--- src/rtl/blink_io_pkg.sv ---
package blink_io_pkg;

  // I/O port map, low byte of the Z80 address
  localparam logic [7:0] IO_COM  = 8'hB0;
  localparam logic [7:0] IO_INT  = 8'hB1; // INT on write
  localparam logic [7:0] IO_STA  = 8'hB1; // STA on read
  localparam logic [7:0] IO_KBD  = 8'hB2;
  localparam logic [7:0] IO_TACK = 8'hB4;
  localparam logic [7:0] IO_TMK  = 8'hB5; // TMK on write
  localparam logic [7:0] IO_TSTA = 8'hB5; // TSTA on read
  localparam logic [7:0] IO_ACK  = 8'hB6;

  // LCD base registers, high bits ride on the address high byte
  localparam logic [7:0] IO_PB0 = 8'h70;
  localparam logic [7:0] IO_PB1 = 8'h71;
  localparam logic [7:0] IO_PB2 = 8'h72;
  localparam logic [7:0] IO_PB3 = 8'h73;
  localparam logic [7:0] IO_SBR = 8'h74;

  // Segment registers on write, TIM0..TIM3 on read
  localparam logic [7:0] IO_SR0  = 8'hD0;
  localparam logic [7:0] IO_SR1  = 8'hD1;
  localparam logic [7:0] IO_SR2  = 8'hD2;
  localparam logic [7:0] IO_SR3  = 8'hD3;
  localparam logic [7:0] IO_TIM4 = 8'hD4;
  localparam logic [7:0] IO_UIT  = 8'hE5; // UART status, reads zero

  typedef logic [7:0] io_data_t;

  localparam int COM_LCDON  = 0;
  localparam int COM_RAMS   = 2;
  localparam int COM_RESTIM = 4;
  localparam int INT_GINT   = 0;
  localparam int INT_TIME   = 1;
  localparam int INT_FLAP   = 5;
  localparam int ACK_KEY    = 2;
  localparam int ACK_FLAP   = 5;

  localparam int TSTA_W = 3; // Tick, second, minute
  localparam int PB0_W  = 13;
  localparam int PB1_W  = 10;
  localparam int PB2_W  = 9;
  localparam int PB3_W  = 11;
  localparam int SBR_W  = 11;

  localparam int TICK_DIV_DEFAULT = 49152;
  localparam int TIM0_LAST        = 199; // 200 ticks of 5 ms
  localparam int TIM1_LAST        = 59;
  localparam int TIMM_W           = 21;

endpackage

--- src/rtl/blink_mem_pkg.sv ---
package blink_mem_pkg;

  localparam int PADDR_W = 22; // 4 MB physical space
  localparam int BANK_W  = 8;
  localparam int OFFS_W  = 14; // 16 KB bank

  typedef logic [PADDR_W-1:0] paddr_t;
  typedef logic [15:0]        zaddr_t;
  typedef logic [BANK_W-1:0]  bank_t;

  // Slot 0 splits into ROM and RAM halves, top three bits
  localparam logic [2:0] SLOT_ROM0 = 3'b000;
  localparam logic [2:0] SLOT_RAM0 = 3'b001;

  // Slots 1 to 3, top two bits
  localparam logic [1:0] SLOT1 = 2'b01;
  localparam logic [1:0] SLOT2 = 2'b10;
  localparam logic [1:0] SLOT3 = 2'b11;

endpackage

--- src/rtl/blink_mmu.sv ---
`timescale 1ns/1ps

module blink_mmu (
  input  logic                  clk,
  input  logic                  rst,
  input  logic                  clk_ena,
  input  blink_mem_pkg::zaddr_t z80_addr,
  input  logic                  z80_mrq_n,
  input  logic                  z80_crd_n,
  input  blink_mem_pkg::bank_t  sr0,
  input  blink_mem_pkg::bank_t  sr1,
  input  blink_mem_pkg::bank_t  sr2,
  input  blink_mem_pkg::bank_t  sr3,
  input  logic                  com_rams,
  input  blink_mem_pkg::paddr_t lcd_addr,
  output logic [2:0]            clk_ph,
  output logic                  zac,
  output logic                  ext_oe_n,
  output logic                  ext_we_n,
  output logic                  rom_cs_n,
  output logic                  ram_cs_n,
  output logic [3:1]            ext_cs_n,
  output blink_mem_pkg::paddr_t ext_addr
);
  import blink_mem_pkg::*;

  paddr_t za; // Translated Z80 address

  // Active-low selects {cs3, cs2, cs1, ram, rom} for an address
  function automatic logic [4:0] slot_cs(input paddr_t a, input logic sel_n);
    logic [4:0] cs;
    cs = 5'b11111;
    case (a[PADDR_W-1 -: 3])
      SLOT_ROM0: cs[0] = sel_n;
      SLOT_RAM0: cs[1] = sel_n;
      default: ;
    endcase
    case (a[PADDR_W-1 -: 2])
      SLOT1: cs[2] = sel_n;
      SLOT2: cs[3] = sel_n;
      SLOT3: cs[4] = sel_n;
      default: ;
    endcase
    return cs;
  endfunction

  assign zac = clk_ph[2]; // Z80 access phase

  always_ff @(posedge clk or posedge rst) begin
    if (rst) begin
      clk_ph <= 3'b001;
    end else if (clk_ena) begin
      clk_ph <= {clk_ph[1:0], clk_ph[2]}; // Rotate one-hot
    end
  end

  // Segment translation, sampled at phase 0
  always_ff @(posedge clk or posedge rst) begin
    if (rst) begin
      za <= '0;
    end else if (clk_ena && clk_ph[0]) begin
      casez (z80_addr[15:13])
        3'b000: za <= {2'b00, com_rams, 6'b0, z80_addr[12:0]}; // Bank 00 or 20
        3'b001: za <= {sr0[7:1], 1'b0, sr0[0], z80_addr[12:0]}; // Even bank half
        3'b01?: za <= {sr1, z80_addr[OFFS_W-1:0]};
        3'b10?: za <= {sr2, z80_addr[OFFS_W-1:0]};
        default: za <= {sr3, z80_addr[OFFS_W-1:0]};
      endcase
    end
  end

  // Bus runs on every clock, Z80 slot once per rotation
  always_ff @(posedge clk or posedge rst) begin
    if (rst) begin
      ext_oe_n <= 1'b1;
      ext_we_n <= 1'b1;
      {ext_cs_n, ram_cs_n, rom_cs_n} <= '1;
      ext_addr <= '0;
    end else if (zac) begin
      ext_oe_n <= z80_mrq_n | z80_crd_n;
      ext_we_n <= z80_mrq_n | ~z80_crd_n;
      {ext_cs_n, ram_cs_n, rom_cs_n} <= slot_cs(za, z80_mrq_n);
      ext_addr <= za;
    end else begin
      // LCD fetch slot, always a read
      ext_oe_n <= 1'b0;
      ext_we_n <= 1'b1;
      {ext_cs_n, ram_cs_n, rom_cs_n} <= slot_cs(lcd_addr, 1'b0);
      ext_addr <= lcd_addr;
    end
  end

endmodule

--- src/rtl/blink_regs.sv ---
`timescale 1ns/1ps

module blink_regs (
  input  logic                                  clk,
  input  logic                                  rst,
  input  logic                                  clk_ena,
  input  logic                                  zac,
  input  logic                                  z80_ior_n,
  input  logic                                  z80_crd_n,
  input  blink_mem_pkg::zaddr_t                 z80_addr,
  input  blink_io_pkg::io_data_t                z80_wdata,
  input  blink_io_pkg::io_data_t                sta,
  input  blink_io_pkg::io_data_t                kbd,
  input  logic [blink_io_pkg::TSTA_W-1:0]       tsta,
  input  logic [7:0]                            tim0,
  input  logic [5:0]                            tim1,
  input  logic [blink_io_pkg::TIMM_W-1:0]       timm,
  output blink_io_pkg::io_data_t                z80_rdata,
  output blink_mem_pkg::bank_t                  sr0,
  output blink_mem_pkg::bank_t                  sr1,
  output blink_mem_pkg::bank_t                  sr2,
  output blink_mem_pkg::bank_t                  sr3,
  output logic                                  com_rams,
  output logic                                  com_lcdon,
  output logic                                  com_restim,
  output logic [blink_io_pkg::PB0_W-1:0]        lcd_pb0,
  output logic [blink_io_pkg::PB1_W-1:0]        lcd_pb1,
  output logic [blink_io_pkg::PB2_W-1:0]        lcd_pb2,
  output logic [blink_io_pkg::PB3_W-1:0]        lcd_pb3,
  output logic [blink_io_pkg::SBR_W-1:0]        lcd_sbr,
  output logic [6:0]                            int_en,
  output logic [blink_io_pkg::TSTA_W-1:0]       tmk,
  output logic [blink_io_pkg::TSTA_W-1:0]       tsta_clr,
  output logic                                  key_ack,
  output logic                                  flap_ack
);
  import blink_io_pkg::*;

  logic [7:0] port;   // I/O address low byte
  logic       reg_wr;
  logic       reg_rd;
  io_data_t   com;
  io_data_t   cdo;    // Read buffer
  io_data_t   cdi;    // Z80 data latch

  assign port   = z80_addr[7:0];
  assign reg_wr = clk_ena & zac & ~z80_ior_n & z80_crd_n;
  assign reg_rd = clk_ena & zac & ~z80_ior_n & ~z80_crd_n;

  assign com_lcdon  = com[COM_LCDON];
  assign com_rams   = com[COM_RAMS];
  assign com_restim = com[COM_RESTIM];

  always_ff @(posedge clk or posedge rst) begin
    if (rst) begin
      com      <= '0;
      int_en   <= '0;
      sr0      <= '0;
      sr1      <= '0;
      sr2      <= '0;
      sr3      <= '0;
      lcd_pb0  <= '0;
      lcd_pb1  <= '0;
      lcd_pb2  <= '0;
      lcd_pb3  <= '0;
      lcd_sbr  <= '0;
      tmk      <= '0;
      tsta_clr <= '0;
      key_ack  <= 1'b0;
      flap_ack <= 1'b0;
    end else if (clk_ena) begin
      tsta_clr <= '0; // Acks are single pulses
      key_ack  <= 1'b0;
      flap_ack <= 1'b0;
      if (reg_wr) begin
        case (port)
          IO_COM:  com <= z80_wdata;
          IO_INT:  int_en <= z80_wdata[6:0]; // KWAIT bit ignored
          IO_SR0:  sr0 <= z80_wdata;
          IO_SR1:  sr1 <= z80_wdata;
          IO_SR2:  sr2 <= z80_wdata;
          IO_SR3:  sr3 <= z80_wdata;
          IO_PB0:  lcd_pb0 <= {z80_addr[PB0_W-1:8], z80_wdata};
          IO_PB1:  lcd_pb1 <= {z80_addr[PB1_W-1:8], z80_wdata};
          IO_PB2:  lcd_pb2 <= {z80_addr[PB2_W-1:8], z80_wdata};
          IO_PB3:  lcd_pb3 <= {z80_addr[PB3_W-1:8], z80_wdata};
          IO_SBR:  lcd_sbr <= {z80_addr[SBR_W-1:8], z80_wdata};
          IO_TACK: tsta_clr <= z80_wdata[TSTA_W-1:0];
          IO_TMK:  tmk <= z80_wdata[TSTA_W-1:0];
          IO_ACK: begin
            key_ack  <= z80_wdata[ACK_KEY];
            flap_ack <= z80_wdata[ACK_FLAP];
          end
          default: ;
        endcase
      end
    end
  end

  // Read buffer, loaded by port
  always_ff @(posedge clk or posedge rst) begin
    if (rst) begin
      cdo <= '0;
    end else if (reg_rd) begin
      case (port)
        IO_STA:  cdo <= sta;
        IO_KBD:  cdo <= kbd;
        IO_TSTA: cdo <= io_data_t'(tsta);
        IO_SR0:  cdo <= tim0;              // TIM0 5 ms ticks
        IO_SR1:  cdo <= io_data_t'(tim1);  // TIM1 seconds
        IO_SR2:  cdo <= timm[7:0];         // TIM2 minutes
        IO_SR3:  cdo <= timm[15:8];
        IO_TIM4: cdo <= io_data_t'(timm[TIMM_W-1:16]);
        IO_UIT:  cdo <= '0;
        default: ;
      endcase
    end
  end

  always_ff @(posedge clk or posedge rst) begin
    if (rst) begin
      cdi <= '0;
    end else if (zac) begin
      cdi <= z80_wdata;
    end
  end

  assign z80_rdata = !z80_ior_n ? cdo : cdi; // Buffer only during I/O cycles

endmodule

--- src/rtl/blink_top.sv ---
`timescale 1ns/1ps

module blink_top #(
  parameter int TICK_DIV = blink_io_pkg::TICK_DIV_DEFAULT
) (
  input  logic                           rst,
  input  logic                           clk,
  input  logic                           clk_ena,   // 10 MHz equivalent
  output logic [2:0]                     clk_ph,
  input  logic                           z80_hlt_n, // HALT, standby not modelled
  input  logic                           z80_crd_n,
  input  logic                           z80_cm1_n, // M1, not decoded
  input  logic                           z80_mrq_n,
  input  logic                           z80_ior_n,
  input  blink_mem_pkg::zaddr_t          z80_addr,
  input  blink_io_pkg::io_data_t         z80_wdata,
  output blink_io_pkg::io_data_t         z80_rdata,
  output logic                           z80_nmi_n,
  output logic                           z80_int_n,
  input  blink_mem_pkg::paddr_t          lcd_addr,
  output logic                           lcd_on,
  output logic [blink_io_pkg::PB0_W-1:0] lcd_pb0,
  output logic [blink_io_pkg::PB1_W-1:0] lcd_pb1,
  output logic [blink_io_pkg::PB2_W-1:0] lcd_pb2,
  output logic [blink_io_pkg::PB3_W-1:0] lcd_pb3,
  output logic [blink_io_pkg::SBR_W-1:0] lcd_sbr,
  output logic                           ext_oe_n,
  output logic                           ext_we_n,
  output logic                           ram_cs_n,
  output logic                           rom_cs_n,
  output logic [3:1]                     ext_cs_n,
  output blink_mem_pkg::paddr_t          ext_addr,
  input  logic [63:0]                    kbmat,
  output blink_io_pkg::io_data_t         kbdval,
  output logic                           kbds,
  output logic                           key,
  output logic                           t_1s,
  output logic                           t_5ms,
  input  logic                           flp        // Flap open
);
  import blink_io_pkg::*;
  import blink_mem_pkg::*;

  logic              zac;
  bank_t             sr0, sr1, sr2, sr3;
  logic              com_rams;
  logic              com_restim;
  logic [6:0]        int_en;
  logic [TSTA_W-1:0] tmk, tsta_clr, tsta, tick_evt;
  logic              key_ack, flap_ack;
  io_data_t          sta, kbd;
  logic [7:0]        tim0;
  logic [5:0]        tim1;
  logic [TIMM_W-1:0] timm;

  blink_mmu u_mmu (
    .clk(clk), .rst(rst), .clk_ena(clk_ena),
    .z80_addr(z80_addr), .z80_mrq_n(z80_mrq_n), .z80_crd_n(z80_crd_n),
    .sr0(sr0), .sr1(sr1), .sr2(sr2), .sr3(sr3),
    .com_rams(com_rams), .lcd_addr(lcd_addr),
    .clk_ph(clk_ph), .zac(zac),
    .ext_oe_n(ext_oe_n), .ext_we_n(ext_we_n),
    .rom_cs_n(rom_cs_n), .ram_cs_n(ram_cs_n),
    .ext_cs_n(ext_cs_n), .ext_addr(ext_addr)
  );

  blink_regs u_regs (
    .clk(clk), .rst(rst), .clk_ena(clk_ena), .zac(zac),
    .z80_ior_n(z80_ior_n), .z80_crd_n(z80_crd_n),
    .z80_addr(z80_addr), .z80_wdata(z80_wdata),
    .sta(sta), .kbd(kbd), .tsta(tsta),
    .tim0(tim0), .tim1(tim1), .timm(timm),
    .z80_rdata(z80_rdata),
    .sr0(sr0), .sr1(sr1), .sr2(sr2), .sr3(sr3),
    .com_rams(com_rams), .com_lcdon(lcd_on), .com_restim(com_restim),
    .lcd_pb0(lcd_pb0), .lcd_pb1(lcd_pb1), .lcd_pb2(lcd_pb2),
    .lcd_pb3(lcd_pb3), .lcd_sbr(lcd_sbr),
    .int_en(int_en), .tmk(tmk), .tsta_clr(tsta_clr),
    .key_ack(key_ack), .flap_ack(flap_ack)
  );

  rtc_timer #(.TICK_DIV(TICK_DIV)) u_rtc (
    .clk(clk), .rst(rst), .clk_ena(clk_ena),
    .flp(flp), .com_restim(com_restim),
    .tim0(tim0), .tim1(tim1), .timm(timm), .tick_evt(tick_evt),
    .t_1s(t_1s), .t_5ms(t_5ms)
  );

  int_ctrl u_int (
    .clk(clk), .rst(rst), .clk_ena(clk_ena), .flp(flp),
    .tick_evt(tick_evt), .tmk(tmk), .tsta_clr(tsta_clr), .int_en(int_en),
    .key_ack(key_ack), .flap_ack(flap_ack),
    .tsta(tsta), .sta(sta), .kbds(kbds),
    .z80_int_n(z80_int_n), .z80_nmi_n(z80_nmi_n)
  );

  // Rows picked by the address high byte of IN A,(B2)
  kbd_matrix u_kbd (
    .kbmat(kbmat), .row_sel(z80_addr[15:8]),
    .kbd(kbd), .kbdval(kbdval), .key(key)
  );

endmodule

--- src/rtl/int_ctrl.sv ---
`timescale 1ns/1ps

module int_ctrl (
  input  logic                              clk,
  input  logic                              rst,
  input  logic                              clk_ena,
  input  logic                              flp,
  input  logic [blink_io_pkg::TSTA_W-1:0]   tick_evt,
  input  logic [blink_io_pkg::TSTA_W-1:0]   tmk,
  input  logic [blink_io_pkg::TSTA_W-1:0]   tsta_clr,
  input  logic [6:0]                        int_en,
  input  logic                              key_ack,
  input  logic                              flap_ack,
  output logic [blink_io_pkg::TSTA_W-1:0]   tsta,
  output blink_io_pkg::io_data_t            sta,
  output logic                              kbds,
  output logic                              z80_int_n,
  output logic                              z80_nmi_n
);
  import blink_io_pkg::*;

  logic [TSTA_W-1:0] tsta_set;
  logic              flap_set; // Flap sampled on enabled clock
  logic              flps;
  logic              rtcs;     // Any unmasked timer status

  assign tsta_set = tick_evt & {TSTA_W{clk_ena}};

  always_ff @(posedge clk or posedge rst) begin
    if (rst) begin
      flap_set <= 1'b0;
    end else if (clk_ena) begin
      flap_set <= flp;
    end
  end

  status_latch #(.flag_t(logic [TSTA_W-1:0])) u_tsta (
    .clk     (clk),
    .rst     (rst),
    .set_req (tsta_set),
    .clr_req (tsta_clr),
    .q       (tsta)
  );

  // Key wake-up not modelled, set side stays idle
  status_latch #(.flag_t(logic)) u_kbds (
    .clk     (clk),
    .rst     (rst),
    .set_req (1'b0),
    .clr_req (key_ack),
    .q       (kbds)
  );

  status_latch #(.flag_t(logic)) u_flps (
    .clk     (clk),
    .rst     (rst),
    .set_req (flap_set),
    .clr_req (flap_ack),
    .q       (flps)
  );

  assign rtcs = |(tsta & tmk);
  assign sta  = {flp, 1'b0, flps, 2'b00, kbds, 1'b0, rtcs};

  assign z80_int_n = ~(int_en[INT_GINT] &
                       ((rtcs & int_en[INT_TIME]) | (flps & int_en[INT_FLAP])));
  assign z80_nmi_n = ~flp; // Flap open forces NMI

endmodule

--- src/rtl/kbd_matrix.sv ---
`timescale 1ns/1ps

module kbd_matrix (
  input  logic [63:0]            kbmat,
  input  logic [7:0]             row_sel, // Low bit selects a row
  output blink_io_pkg::io_data_t kbd,
  output blink_io_pkg::io_data_t kbdval,
  output logic                   key
);

  always_comb begin
    kbd    = '1;
    kbdval = '1; // All rows, debug view
    for (int r = 0; r < 8; r++) begin
      if (!row_sel[r]) begin
        kbd = kbd & ~kbmat[8*r +: 8];
      end
      kbdval = kbdval & ~kbmat[8*r +: 8];
    end
  end

  assign key = |kbmat;

endmodule

--- src/rtl/rtc_timer.sv ---
`timescale 1ns/1ps

module rtc_timer #(
  parameter int TICK_DIV = blink_io_pkg::TICK_DIV_DEFAULT
) (
  input  logic                              clk,
  input  logic                              rst,
  input  logic                              clk_ena,
  input  logic                              flp,
  input  logic                              com_restim,
  output logic [7:0]                        tim0,
  output logic [5:0]                        tim1,
  output logic [blink_io_pkg::TIMM_W-1:0]   timm,
  output logic [blink_io_pkg::TSTA_W-1:0]   tick_evt,
  output logic                              t_1s,
  output logic                              t_5ms
);
  import blink_io_pkg::*;

  logic [15:0] tck; // Prescaler

  // Hard reset needs the flap open, so time survives a soft reset
  always_ff @(posedge clk) begin
    if ((rst && flp) || com_restim) begin
      tck      <= '0;
      tim0     <= '0;
      tim1     <= '0;
      timm     <= '0;
      tick_evt <= '0;
    end else if (clk_ena) begin
      tick_evt <= '0;
      if (tck == 16'(TICK_DIV)) begin
        tck         <= '0;
        tick_evt[0] <= 1'b1; // 5 ms
        if (tim0 == 8'(TIM0_LAST)) begin
          tim0        <= '0;
          tick_evt[1] <= 1'b1; // Second
          if (tim1 == 6'(TIM1_LAST)) begin
            tim1        <= '0;
            tick_evt[2] <= 1'b1; // Minute
            timm        <= timm + 1'b1;
          end else begin
            tim1 <= tim1 + 1'b1;
          end
        end else begin
          tim0 <= tim0 + 1'b1;
        end
      end else begin
        tck <= tck + 1'b1;
      end
    end
  end

  // Grey and flash strobes for the LCD
  assign t_1s  = tim0[7];
  assign t_5ms = tck[11];

endmodule

--- src/rtl/status_latch.sv ---
`timescale 1ns/1ps

// Synchronous RS latch per bit
module status_latch #(
  parameter type flag_t = logic
) (
  input  logic  clk,
  input  logic  rst,
  input  flag_t set_req,
  input  flag_t clr_req,
  output flag_t q
);

  always_ff @(posedge clk or posedge rst) begin
    if (rst) begin
      q <= '0;
    end else begin
      q <= (q | set_req) & ~clr_req; // Clear beats set
    end
  end

endmodule

--- config.mk ---
export PLATFORM = sky130hd
export DESIGN_NAME = blink_top
export DESIGN_NICKNAME = d
export VERILOG_FILES = /design/src/rtl/blink_io_pkg.sv /design/src/rtl/blink_mem_pkg.sv /design/src/rtl/blink_mmu.sv /design/src/rtl/blink_regs.sv /design/src/rtl/blink_top.sv /design/src/rtl/int_ctrl.sv /design/src/rtl/kbd_matrix.sv /design/src/rtl/rtc_timer.sv /design/src/rtl/status_latch.sv
export SDC_FILE = /design/constraint.sdc
export NUM_CORES = 1
export LEC_CHECK = 0
export BUFFER_PORTS_ARGS = -buffer_cell sky130_fd_sc_hd__buf_2
export CAP_MARGIN = 20
export CORE_MARGIN = 5
export CORE_UTILIZATION = 59
export DETAILED_ROUTE_END_ITERATION = 6
export PLACE_DENSITY = 0.94
export SYNTH_ARGS = -nofsm -noshare
export SYNTH_HDL_FRONTEND = slang
export SYNTH_SLANG_ARGS = --single-unit
--- constraint.sdc ---
create_clock -name clk -period 9 [get_ports clk]
set_input_delay 0.45 -clock clk [delete_from_list [all_inputs] [get_ports clk]]
set_output_delay 0.45 -clock clk [all_outputs]
set_load 0.02 [all_outputs]
# Yosys cells after proc, flatten, opt, wreduce, memory -nomap -nowiden
# Index checks and enable logic that the tools add are counted.
# totals
regBits	235
inputBits	119
# classes
addsub	4
n_eq_ne	31
muxes	39
n_bitwise	46
n_reduce_logical	25
# ops
operator	count
AND 8 bit	14
equality test 8 bit, second input constant	13
one-hot mux 22 bit (4 select lines)	1
two-way mux 8 bit	10
one-hot mux 8 bit (9 select lines)	1
inverter 8 bit	8
OR reduction 64 bit	1
equality test 8 x 7 -> 1 bit, second input constant	5
AND reduction 3 bit	13
two-way mux 22 bit	1
adder 21 x 1 -> 21 bit, second input constant	1
two-way mux 1 bit	19
adder 16 x 1 -> 16 bit, second input constant	1
equality test 16 bit, second input constant	1
two-way mux 16 bit	1
two-way mux 3 bit	4
equality test 2 bit, second input constant	5
AND 1 bit	9
AND 3 bit	3
equality test 3 x 1 -> 1 bit, second input constant	3
zero test 3 bit	3
nonzero test 9 bit	1
adder 8 x 1 -> 8 bit, second input constant	1
adder 6 x 1 -> 6 bit, second input constant	1
other kinds (13)	25

# Logic depth before layout (Yosys ltp)
# Gate-level depths: netlist of run 1.
# depth
word_depth	17
mapped_depth	9
mapped_depth_nobuf	7

# By module
# From an unflattened synthesis of run 1, not the netlist that was laid out.
# hier_totals
hier_cells	1080
hier_area_um2	11285.8
# by_module_without_submodules
module	n_inst	cells_per_inst	area_each_um2	seq_area_each_um2
blink_regs	1	396	5338.9	3002.9
rtc_timer	1	303	2563.7	1081.0
blink_mmu	1	204	2303.5	1361.3
kbd_matrix	1	141	720.7	0.0
int_ctrl	1	23	172.7	25.0
status_latch (u_int.u_tsta)	1	7	108.9	75.1
status_latch (u_int.u_flps ...)	2	3	38.8	25.0

# Worst setup path before layout of run 1
# OpenSTA, ideal clock, no wires.
# synth_path
path_type	flip-flop to flip-flop
from	register u_rtc.tim0[0]
to	register u_rtc.timm[18] (netlist bit)
setup_time_ns	0.070
t_arrival_ns	2.331
path_slack_ns	6.599
stages_incl_launch_ff	8
synth_period_minus_slack_ns	2.401
path_cell_list	dfxtp_1 -> ha_1 -> nand4_1 -> or4_1 -> buf_2 -> or4_4 -> or4_1 -> a21oi_1
# synth_via
elab_chain_len	2
# synth_rtl
element	line_no	text
start: declaration	rtc_timer.sv:11	output logic [7:0] tim0,
start signal: assignment	rtc_timer.sv:46	tim0 <= tim0 + 1'b1;
equality test 8 bit	rtc_timer.sv:35	if (tim0 == 8'(TIM0_LAST)) begin
AND reduction 4 bit (no line)	n/a	
end signal: assignment	rtc_timer.sv:41	timm <= timm + 1'b1;
end: declaration	rtc_timer.sv:13	output logic [blink_io_pkg::TIMM_W-1:0] timm,
# Every way passes these cells.
# A chain may end at the register's enable or synchronous reset.

# Worst setup path after layout of run 1
# layout_path
from	register u_rtc.tck[4]
to	register u_rtc.timm[18] (netlist bit)
# layout_via
elab_chain_len	2
# layout_rtl
element	line_no	text
start: declaration	rtc_timer.sv:20	logic [15:0] tck;
start signal: assignment	rtc_timer.sv:49	tck <= tck + 1'b1;
equality test 16 bit	rtc_timer.sv:32	if (tck == 16'(TICK_DIV)) begin
AND reduction 4 bit (no line)	n/a	
# Every way passes these cells.

==> impl_results.md, run 1 <==
* Reg2Reg Launch Point: u_rtc.tck[4]
* CP Launch Type: flip-flop
* DP Cell Count at 1,348
* Critical setup path kind: reg -> reg
* Sinks on Clock Net at 230
* DRT Pass-1 Iters at 7
* Min Tclk post-route at 2.910 ns
* Total Wirelength at 30,490 um
* Layout Cells excl Fill at 1,401
* Vias in the first global route at 8,728
* Post-Route Utilization at 72.29%
* Worst-Margin Slew at 1.059 ns
* Post-route cell area at 12,550 um2
* Effective utilization at floorplan at 60.22%
* Largest net degree at the start of global routing at 90
* Post-route DRC at 0
* Leak at 5.935 nW
* Layout area overhead at 20.04%
* Congestion Overflow GR at 0
* Root buf cell: clkbuf_16
* Post-route ant nets at 0
* Clk buf depth at 3
* Total CTS buffers at 24
* Fraction of layout cells with a size suffix above 1 at 36.24%
* Hold WC Path Type: in -> reg
* Fin Setup TNS at 0 ns
* Yosys warns at 0
* Vias per cell at 6.287
* Prevailing post-synth register cell: dfrtp_1
* Wire per inst at 21.76 um
* Final setup violation count at 0
* M1 GR Usage at 35.27%
* Crit Path Max Fanout at 13
* Worst-Skew Late Latency at 0.52 ns
* Die Wd at 143.1 um
* # IOs at 228
* Max-Cap Viols at 0
* GR met3 Demand/Resource at 6.597%
* Initial antenna violation count at 6
* Number of synthesized register bits at 230
* Setup Skew at 0.01334 ns
* Layout net count at 1,280
* CP cell instances: nor4b_1 -> nand4_1 -> or4_4 -> or4_1 -> a21oi_1
* Buf/Inv on CP at 0
* FP Rows at 48
* Critical Path Slowest Stage Cell: or4_4
* First-pass GRT wire length at 46,580 um
* Grt peak-use layer: met2
* PortBufs at 225
* Synth cell types at 66
* Via count of the routed design at 8,808
* Post-cts resize count at 0
* Critical path origin: u_rtc.tck[4]
* Initial DRC Count at 761
* Fmax at 0.3436 GHz
* Critical path's top delay family: simple AND/OR/NAND/NOR gates
* Buffer count from post-CTS setup fixing at 0
* GR Util met2 at 49.16%
* Post-synthesis cell area at 10,450 um2
* Syn Nets at 1,066
* Total track usage at 28.70%
* Placed Area at 11,690 um2
* DIE HEIGHT at 143.1 um
* Seq/Total Area, Yosys at 52.57%
* CTS tree: built
* Top cell type by total area after synthesis: dfrtp_1
* Hold-fix buffers, CTS at 1
* Dpl hpwl at 21,530 um
* Run status: finished, final reports clean
* RSZ-0062 raised after global routing: no
* Fin crit share at 32.33%
* Crit path required time at 9.44 ns
* CP arrival at 3.35 ns
* Max incr delay on CP at 0.80 ns
* Share of the synthesized area in the top cell type at 40.22%
* Core area at 17,360 um2
* PD cells at 199.2 nW/um2
* Syn Area/Cell at 11.12 um2
* Rel. slew slack at 29.14%
* Post-synthesis cell count at 940
* HP Start: lcd_addr[12]
* Hold slack at 0.1557 ns
* CTS H-tree lvls at 1
* Area contributors post-synth: dfrtp_1, mux2_2, dfxtp_1
* Synth async-reset ratio at 76.52%
* Post-synth EDFFs at 0
* Final Hold Viols at 0
* Die ar. at 20,480 um2
* Placer Congestion at 0.9381
* Worst Setup End Kind: flip-flop
* Reg clk slew, reported paths at 0.06 ns
* Slew Viols, Final at 0
* Peak supply drop at 0.0001245 V
==> Yosys cell counts, drive strengths merged, types with 21 or more instances <==
master and number:
a21oi 27, a22oi 36, clkbuf 29, dfrtp 168, dfxtp 54, inv 29
mux2 139, nand2 53, nand4 27, nor2 86, o21ai 30, or4 21
==> registers in the layout, summed over array words and instances, names as in the netlist, 9 cells and up <==
register	cells
u_mmu.za	22
u_regs.lcd_pb2	9
u_regs.lcd_pb3	11
u_regs.lcd_pb0	13
u_regs.lcd_sbr	11
u_rtc.tck	16
u_rtc.timm	21
u_regs.lcd_pb1	10
u_mmu.ext_addr	22
==> where the power goes <==
part / leakage [nW] / internal [mW] / switching (mW) / total [mW]
Clock: 0.386 / 0.576 / 0.403 / 0.980
Sequential: 2.74 / 1.13 / 0.0541 / 1.18
Combinational: 2.81 / 0.139 / 0.200 / 0.339
==> cell usage in the layout (no fill, tap or decap), types with 20 or more instances in the layout <==
| master | instances |
|---|---|
| nand4_1 | 27 |
| buf_2 | 225 |
| or4_1 | 20 |
| mux2_2 | 137 |
| a22oi_1 | 36 |
| nand3_1 | 20 |
| a21oi_1 | 27 |
| clkbuf_16 | 24 |
| dfxtp_1 | 54 |
| inv_1 | 28 |
| nor2_1 | 84 |
| dfrtp_1 | 168 |
| nand2_1 | 53 |
| o21ai_0 | 22 |
==> layout make-up <==
class,count,area (um2)
Clock buffer,34,708.2
Timing Repair Buffer,234,1209
Multi-Input combinational cell,632,4633
Inverter,32,125.1
Fill cell,1205,4810
Antenna cell,6,15.01
Sequential cell,230,5495
Tap cell,225,281.5
Clock inverter,8,80.08
==> layer usage <==
layer | vias to the layer above | routed length (um)
li1 | 3900 | -
met1 | 4284 | 11450
met2 | 532 | 14770
met3 | 92 | 3179
met4 | 0 | 1087
met5 | - | 0
==> per-stage QoR <==
stage               power, mW  setup WS (ns)
floorplan               1.396          3.790
global placement        1.514          5.769
detailed placement      1.530          5.593
CTS                     2.503          6.084
global route            2.594          5.891
finish                  2.499          6.090
==> worst register-to-register path: stages (launching register included) <==
cell     delay [ns]
dfxtp_1        0.35
nor4b_1        0.48
nand4_1        0.56
or4_4          0.81
or4_1          0.50
a21oi_1        0.14
==> final timing paths <==
check,slack [ns],cells past startpoint,to
worst max-delay path,6.09,5,u_rtc.timm[18]
worst min-delay path,0.16,2,u_mmu.ext_addr[12]
worst max register to register,6.09,5,u_rtc.timm[18]
worst min register to register,0.43,1,u_int.u_tsta.q[0]
max in group asynchronous,6.84,5,u_regs.sr0[2]
min in group asynchronous,0.47,3,u_mmu.za[2]
==> cells by family after synthesis <==
group,after synthesis,share of synthesized area [%]
AOI/OAI and AO/OA,162,10.62
xor gates and xnor gates,32,2.681
adders and majority gates,7,0.8379
buffers and inverters,78,3.100
DFF,230,52.57
muxes,145,15.79
and+or+nand+nor,286,14.40
Note: power is estimated with default switching activity, not from simulation.
==> run 2: changes to the inputs <==
--- a/config.mk
+++ b/config.mk
@@ -8,9 +8,9 @@
 export BUFFER_PORTS_ARGS = -buffer_cell sky130_fd_sc_hd__buf_2
 export CAP_MARGIN = 20
 export CORE_MARGIN = 5
-export CORE_UTILIZATION = 59
+export CORE_UTILIZATION = 55
 export DETAILED_ROUTE_END_ITERATION = 6
-export PLACE_DENSITY = 0.94
+export PLACE_DENSITY = 0.89
 export SYNTH_ARGS = -nofsm -noshare
 export SYNTH_HDL_FRONTEND = slang
 export SYNTH_SLANG_ARGS = --single-unit
==> constraint.sdc (replaced) <==
create_clock -name clk -period 3 [get_ports clk]
set_input_delay 0.15 -clock clk [delete_from_list [all_inputs] [get_ports clk]]
set_output_delay 0.15 -clock clk [all_outputs]
set_load 0.02 [all_outputs]
==> run 2 against run 1 <==
  * The flow now finishes with violations (design-rule violations)
  * Hold slack lost 0.14 ns
  * Power grew to 3.0 times the previous value
  * Die area grew 6.8%
  * Combinational power grew to 3.2 times the previous value
  * Cell count grew 3.3%
  * Sequential share of layout area shrank 1.2 points
  * Sequential power grew to 3.0 times the previous value
  * Setup slack lost 5.8 ns
  * Clock skew shrank 0.0054 ns
  * Sequential cell count is the same
  * Highest routed layer unchanged
  * Critical path depth grew 1
  * Largest power group unchanged
==> impl_results.md, run 2 (synthesized netlist as in run 1, its figures left out) <==
* Fmax at 0.3683 GHz (+7.2%)
* PortBufs at 225 (unchanged)
* Clk pwr share at 38.5% (-0.7 points)
* NetSw at 1.999 mW (+200%)
* Worst-Margin Slew at 1.090 ns (+0.03107 ns)
* DIE HEIGHT at 147.9 um (+3.3%)
* CTS H-tree lvls at 1 (unchanged)
* Rel. slew slack at 26.84% (-2.3 points)
* Largest net degree at the start of global routing at 150 (+67%)
* CP arrival at 3.14 ns (-0.21 ns)
* FP Rows at 50 (+4.2%)
* Most frequent CP cell: or4_1
* Initial antenna violation count at 1 (-5)
* Leak at 6.090 nW (+2.6%)
* CP cell instances: ha_1 -> nand4_1 -> or4_1 -> or4_4 -> or4_1 -> a21oi_1
* Critical path's top delay family: simple AND/OR/NAND/NOR gates
* Commonest non-fill, non-tap cell in the layout: buf_2
* Final setup violation count at 0 (unchanged)
* Setup Skew at 0.007904 ns (-0.005434 ns)
* Total CTS buffers at 24 (unchanged)
* Run status: finished, violations left
* Biggest regs: u_mmu.ext_addr (22), u_mmu.za (22), u_rtc.timm (21)
* Most frequent cells in the layout: buf_2, dfrtp_1, mux2_2
* First-pass GRT wire length at 50,670 um (+8.8%)
* Congestion Overflow GR at 0 (unchanged)
* Crit path required time at 3.43 ns (-6.01 ns)
* Root buf cell: clkbuf_16
* Effective utilization at floorplan at 55.88% (-4.3 points)
* Total Wirelength at 32,340 um (+6.1%)
* RSZ-0062 raised after global routing: no
* Hold WC Path Type: in -> reg
* Fraction of layout cells with a size suffix above 1 at 35.73% (-0.51 points)
* Placer Congestion at 0.9544 (+1.7%)
* Clk buf depth at 3 (unchanged)
* Crit Path Max Fanout at 13 (unchanged)
* Comb power frac at 14.3% (+0.7 points)
* CP Launch Type: flip-flop
* Worst-Skew Late Latency at 0.51 ns (about the same)
* Via count of the routed design at 9,067 (+2.9%)
* Fillers at 1,283 (+6.5%)
* Vias per cell at 6.266 (-0.33%)
* DRT Pass-1 Iters at 7 (unchanged)
* Layout area overhead at 23.41%
* Post-cts resize count at 0 (unchanged)
* Sequential share of power at 47.2% (about the same)
* Final Hold Viols at 0 (unchanged)
* Critical Path Slowest Stage Cell: or4_4
* Post-Route Utilization at 68.96% (-3.3 points)
* Critical setup path kind: reg -> reg
* Min Tclk post-route at 2.715 ns (-0.1951 ns)
* Max-Cap Viols at 0 (unchanged)
* Dpl hpwl at 22,510 um (+4.6%)
* Post-route DRC at 7 (+7)
* Worst Setup End Kind: flip-flop
* Internal Power at 5.496 mW (+200%)
* Post-route ant nets at 0 (unchanged)
* Total track usage at 29.13% (+0.43 points)
* # IOs at 228 (unchanged)
* Layout net count at 1,320 (+3.1%)
* Switching Share at 26.67% (+0.34 points)
* Die Wd at 147.9 um (+3.3%)
* Die ar. at 21,860 um2 (+6.8%)
* Failing checks: design-rule violations
* Fin crit share at 90.49% (+58 points)
* CTS tree: built
* Peak supply drop at 0.0004320 V (+250%)
* Reg clk slew, reported paths at 0.06 ns (about the same)
* Sinks on Clock Net at 230 (unchanged)
* Wire per inst at 22.35 um (+2.7%)
* Slew Viols, Final at 0 (unchanged)
* PD cells at 581.0 nW/um2 (+190%)
* Core area at 18,710 um2 (+7.8%)
* Max incr delay on CP at 0.61 ns (-0.19 ns)
* Vias in the first global route at 9,306 (+6.6%)
* Fin Setup TNS at 0 ns (unchanged)
* Buf/Inv on CP at 0 (unchanged)
* Initial DRC Count at 785 (+3.2%)
## run 2: power groups by stage
stage                     logic [mW]  clock network, mW  registers, mW
final                           1.07               2.88           3.54
after global routing            1.16               3.06           3.56
after CTS                       1.06               2.92           3.53
after detailed placement        1.02                  0           3.59
after global placement         0.985                  0           3.57
after floorplan                0.551                  0           3.64
## run 2: final timing paths
path | to | cells after the start | slack, ns | startpoint
min in group asynchronous | u_mmu.ext_addr[0] | 4 | 0.33 | rst
setup / recovery | u_rtc.timm[18] | 6 | 0.29 | u_rtc.tim0[0]
max in group asynchronous | u_regs.lcd_sbr[10] | 4 | 1.94 | rst
hold reg to reg | u_int.u_flps.q | 1 | 0.43 | u_regs.flap_ack
hold / removal | u_mmu.za[7] | 2 | 0.01 | z80_addr[7]
setup reg to reg | u_rtc.timm[18] | 6 | 0.29 | u_rtc.tim0[0]
## run 2: what timing repair did
item	CTS	global route
hold buffers	32	0
hold endpoints to repair	202	0
buffers inserted	0	0
## run 2: cell type report
| type | count | area [um2] | area share, % |
|---|---|---|---|
| clock inverters | 11 | 90.09 | 0.6983 |
| multi-input cells | 632 | 4633 | 35.92 |
| inverters | 32 | 123.9 | 0.9602 |
| repair buffers | 274 | 1587 | 12.30 |
| clock buffers | 33 | 675.6 | 5.238 |
| well taps | 234 | 292.8 | 2.270 |
| flip-flops and latches | 230 | 5495 | 42.60 |
| diodes | 1 | 2.502 | 0.01940 |
## run 2: stage by stage
step | power (mW) | hold slack [ns] | area [um2] | cells | setup WS (ns)
detailed placement | 4.605 | 0.3134 | 11810 | 1370 | 0.3810
CTS | 7.507 | 0.001461 | 12900 | 1446 | 0.3234
global route | 7.777 | 0.01213 | 12900 | 1447 | 0.1976
global placement | 4.552 | 0.3101 | 11810 | 1370 | 0.4662
finish | 7.494 | 0.01137 | 12900 | 1447 | 0.2852
floorplan | 4.188 | 0.2194 | 10460 | 940 | 0.5988
## run 2: routing by layer
| layer | vias to the layer above | part of all wire, % | track usage [%] |
|---|---|---|---|
| met5 | - | 0 | 0 |
| met4 | 0 | 5.0 | 12.98 |
| met3 | 124 | 9.1 | 6.407 |
| met2 | 562 | 47 | 48.45 |
| met1 | 4406 | 39 | 36.74 |
| li1 | 3975 | - | - |
==> run 3: changes to the inputs <==
--- a/config.mk
+++ b/config.mk
@@ -5,12 +5,13 @@
 export SDC_FILE = /design/constraint.sdc
 export NUM_CORES = 1
 export LEC_CHECK = 0
-export BUFFER_PORTS_ARGS = -buffer_cell sky130_fd_sc_hd__buf_2
+export BUFFER_PORTS_ARGS = -buffer_cell sky130_fd_sc_hd__buf_4
 export CAP_MARGIN = 20
 export CORE_MARGIN = 5
-export CORE_UTILIZATION = 55
+export CORE_UTILIZATION = 56
 export DETAILED_ROUTE_END_ITERATION = 6
-export PLACE_DENSITY = 0.89
+export PLACE_DENSITY = 0.81
 export SYNTH_ARGS = -nofsm -noshare
 export SYNTH_HDL_FRONTEND = slang
+export SYNTH_HIERARCHICAL = 1
 export SYNTH_SLANG_ARGS = --single-unit
==> run 3 against run 2 <==
  * The run now ends clean
  * Register-to-register slack improved by 0.27 ns
  * Power increased by 11%
  * Final area increased by 10%
  * Critical path depth increased by 1
  * Clock-buffer cell count decreased by 1
  * Sequential power increased by 4%
  * Non-clock buffer count increased by 8
  * Hold slack got worse by 0.0038 ns
  * Sequential share of layout area decreased by 4.0 points
  * Synthesized cell count increased by 14%
==> impl_results.md, run 3 <==
* Layout Cells excl Fill at 1,606 (+11%)
* First-pass GRT wire length at 52,520 um (+3.6%)
* Effective utilization at floorplan at 57.05% (+1.2 points)
* RSZ-0062 raised after global routing: no
* Post-synthesis cell area at 11,140 um2 (+6.6%)
* Congestion Overflow GR at 0 (unchanged)
* Die Wd at 151.0 um (+2.2%)
* Largest net degree at the start of global routing at 53 (-65%)
* Layout net count at 1,444 (+9.4%)
* Max layer used: met4
* Post-route ant nets at 0 (unchanged)
* Total Wirelength at 34,250 um (+5.9%)
* Yosys warns at 6 (+6)
* Fraction of layout cells with a size suffix above 1 at 34.13% (-1.6 points)
* Crit Path Max Fanout at 15 (+2)
* Initial antenna violation count at 5 (+4)
* Worst-Skew Late Latency at 0.52 ns (about the same)
* # IOs at 228 (unchanged)
* Hold WC Path Type: in -> reg
* PD cells at 586.3 nW/um2 (+0.92%)
* DIE HEIGHT at 151.0 um (+2.2%)
* Core area at 19,530 um2 (+4.4%)
* Max-Cap Viols at 0 (unchanged)
* Layout area overhead at 27.91%
* Biggest regs: u_mmu/ext_addr (22), u_mmu/za (22), u_rtc/timm (21)
* Wire per inst at 21.32 um (-4.6%)
* Placer Congestion at 0.8781 (-8.0%)
* Fmax at 0.4096 GHz (+11%)
* Max incr delay on CP at 0.56 ns (-0.05 ns)
* PortBufs at 225 (unchanged)
* CP Launch Type: flip-flop
* Total CTS buffers at 24 (unchanged)
* DRT Pass-1 Iters at 6 (-1)
* Clk buf depth at 3 (unchanged)
* Syn Area/Cell at 10.39 um2 (-6.5%)
* Hold-fix buffers, CTS at 45 (+41%)
* Die ar. at 22,810 um2 (+4.4%)
* Setup Skew at 0.008665 ns (+0.0007614 ns)
* Leak at 6.622 nW (+8.7%)
* CTS tree: built
* Via count of the routed design at 9,509 (+4.9%)
* Peak supply drop at 0.0004585 V (+6.1%)
* Fillers at 1,369 (+6.7%)
* FP Rows at 51 (+2.0%)
* CP arrival at 2.79 ns (-0.35 ns)
* Reg clk slew, reported paths at 0.06 ns (about the same)
* Met2 routed WL at 16,250 um (+6.3%)
* Initial DRC Count at 776 (-1.1%)
* Fin crit share at 81.39% (-9.1 points)
* Post-cts resize count at 0 (unchanged)
* Worst Setup End Kind: flip-flop
* Rel. slew slack at 31.31% (+4.5 points)
* Post-synthesis cell count at 1,072 (+14%)
* Min Tclk post-route at 2.442 ns (-0.2732 ns)
* Critical Path Slowest Stage Cell: nor4_1
* Dpl hpwl at 23,160 um (+2.9%)
* Sinks on Clock Net at 230 (unchanged)
* DP Cell Count at 1,511 (+10%)
* Critical setup path kind: reg -> reg
* Hold slack at 0.007555 ns (-0.003818 ns)
* Worst-Margin Slew at 1.030 ns (-0.05981 ns)
* Root buf cell: clkbuf_16
* Most frequent cells in the layout: buf_4, dfrtp_1, mux2_2
* CP cell instances: ha_1 -> nand2_1 -> or3_1 -> buf_4 -> nor4_1 -> a21bo_2 -> a21oi_1
* WL met3 at 3301 um (+12%)
* Final Hold Viols at 0 (unchanged)
* Final setup violation count at 0 (unchanged)
* Vias per cell at 5.921 (-5.5%)
* Run status: finished, final reports clean
* Total track usage at 29.35% (+0.22 points)
* Fin Setup TNS at 0 ns (unchanged)
* Met1 wire length at 13,250 um (+5.9%)
* Vias in the first global route at 9,677 (+4.0%)
* Buffer count from post-CTS setup fixing at 0 (unchanged)
* CTS H-tree lvls at 1 (unchanged)
* Commonest non-fill, non-tap cell in the layout: buf_4
* Crit path required time at 3.35 ns (-0.08 ns)
* Post-route DRC at 0 (-7)
* Slew Viols, Final at 0 (unchanged)
[run 3: stage by stage]
stage | area, um2 | util (%) | total power, mW | setup WS, ns
final | 14250 | 72.98 | 8.354 | 0.5584
after global routing | 14250 | 72.98 | 8.647 | 0.4208
after CTS | 14220 | 72.81 | 8.309 | 0.5789
after detailed placement | 12940 | 66.30 | 5.160 | 0.5891
after global placement | 12940 | 66.30 | 5.099 | 0.6349
after floorplan | 11160 | - | 4.537 | 0.7813
[run 3: power breakdown]
group | total (mW) | internal [mW] | switching (mW)
clock | 3.10 | 1.87 | 1.23
combinational | 1.58 | 0.687 | 0.895
sequential | 3.67 | 3.44 | 0.224
total | 8.35 | 6.00 | 2.35
[run 3: layout make-up]
cell class                 count  area, um2  share of cell area [%]
antenna                        5      12.51                 0.08780
sequential                   230       5495                   38.56
inverter                      91      345.3                   2.423
tap                          265      331.6                   2.327
clock buffer                  32      650.6                   4.566
multi-input combinational    689       4989                   35.01
clock inverter                12      171.4                   1.203
timing repair buffer         282       2255                   15.82
[run 3: final timing paths]
kind | startpoint | end | slack [ns] | depth (start not counted)
max in group asynchronous | rst | u_regs/lcd_pb3[4] | 1.71 | 4
min in group asynchronous | rst | u_int/u_flps/q | 0.09 | 3
setup / recovery | u_rtc/tim0[1] | u_rtc/timm[11] | 0.56 | 7
hold / removal | z80_addr[1] | u_mmu/za[1] | 0.008 | 3
setup reg to reg | u_rtc/tim0[1] | u_rtc/timm[11] | 0.56 | 7
hold reg to reg | u_rtc/tick_evt[1] | u_rtc/tick_evt[1] | 0.47 | 2
[run 3: layer usage]
metal	vias to the layer above	global-route usage, %
met5	-	0
met4	0	13.83
met3	99	6.852
met2	534	48.67
met1	4610	36.41
li1	4266	-
[run 3: worst max-delay path, delay by kind of cell (launching register included)]
| family | cells | cell delay [ns] |
|---|---|---|
| AOI/OAI and AO/OA | 2 | 0.30 |
| adders and majority gates | 1 | 0.21 |
| buffers and inverters | 1 | 0.24 |
| DFF | 1 | 0.40 |
| and+or+nand+nor | 3 | 1.11 |
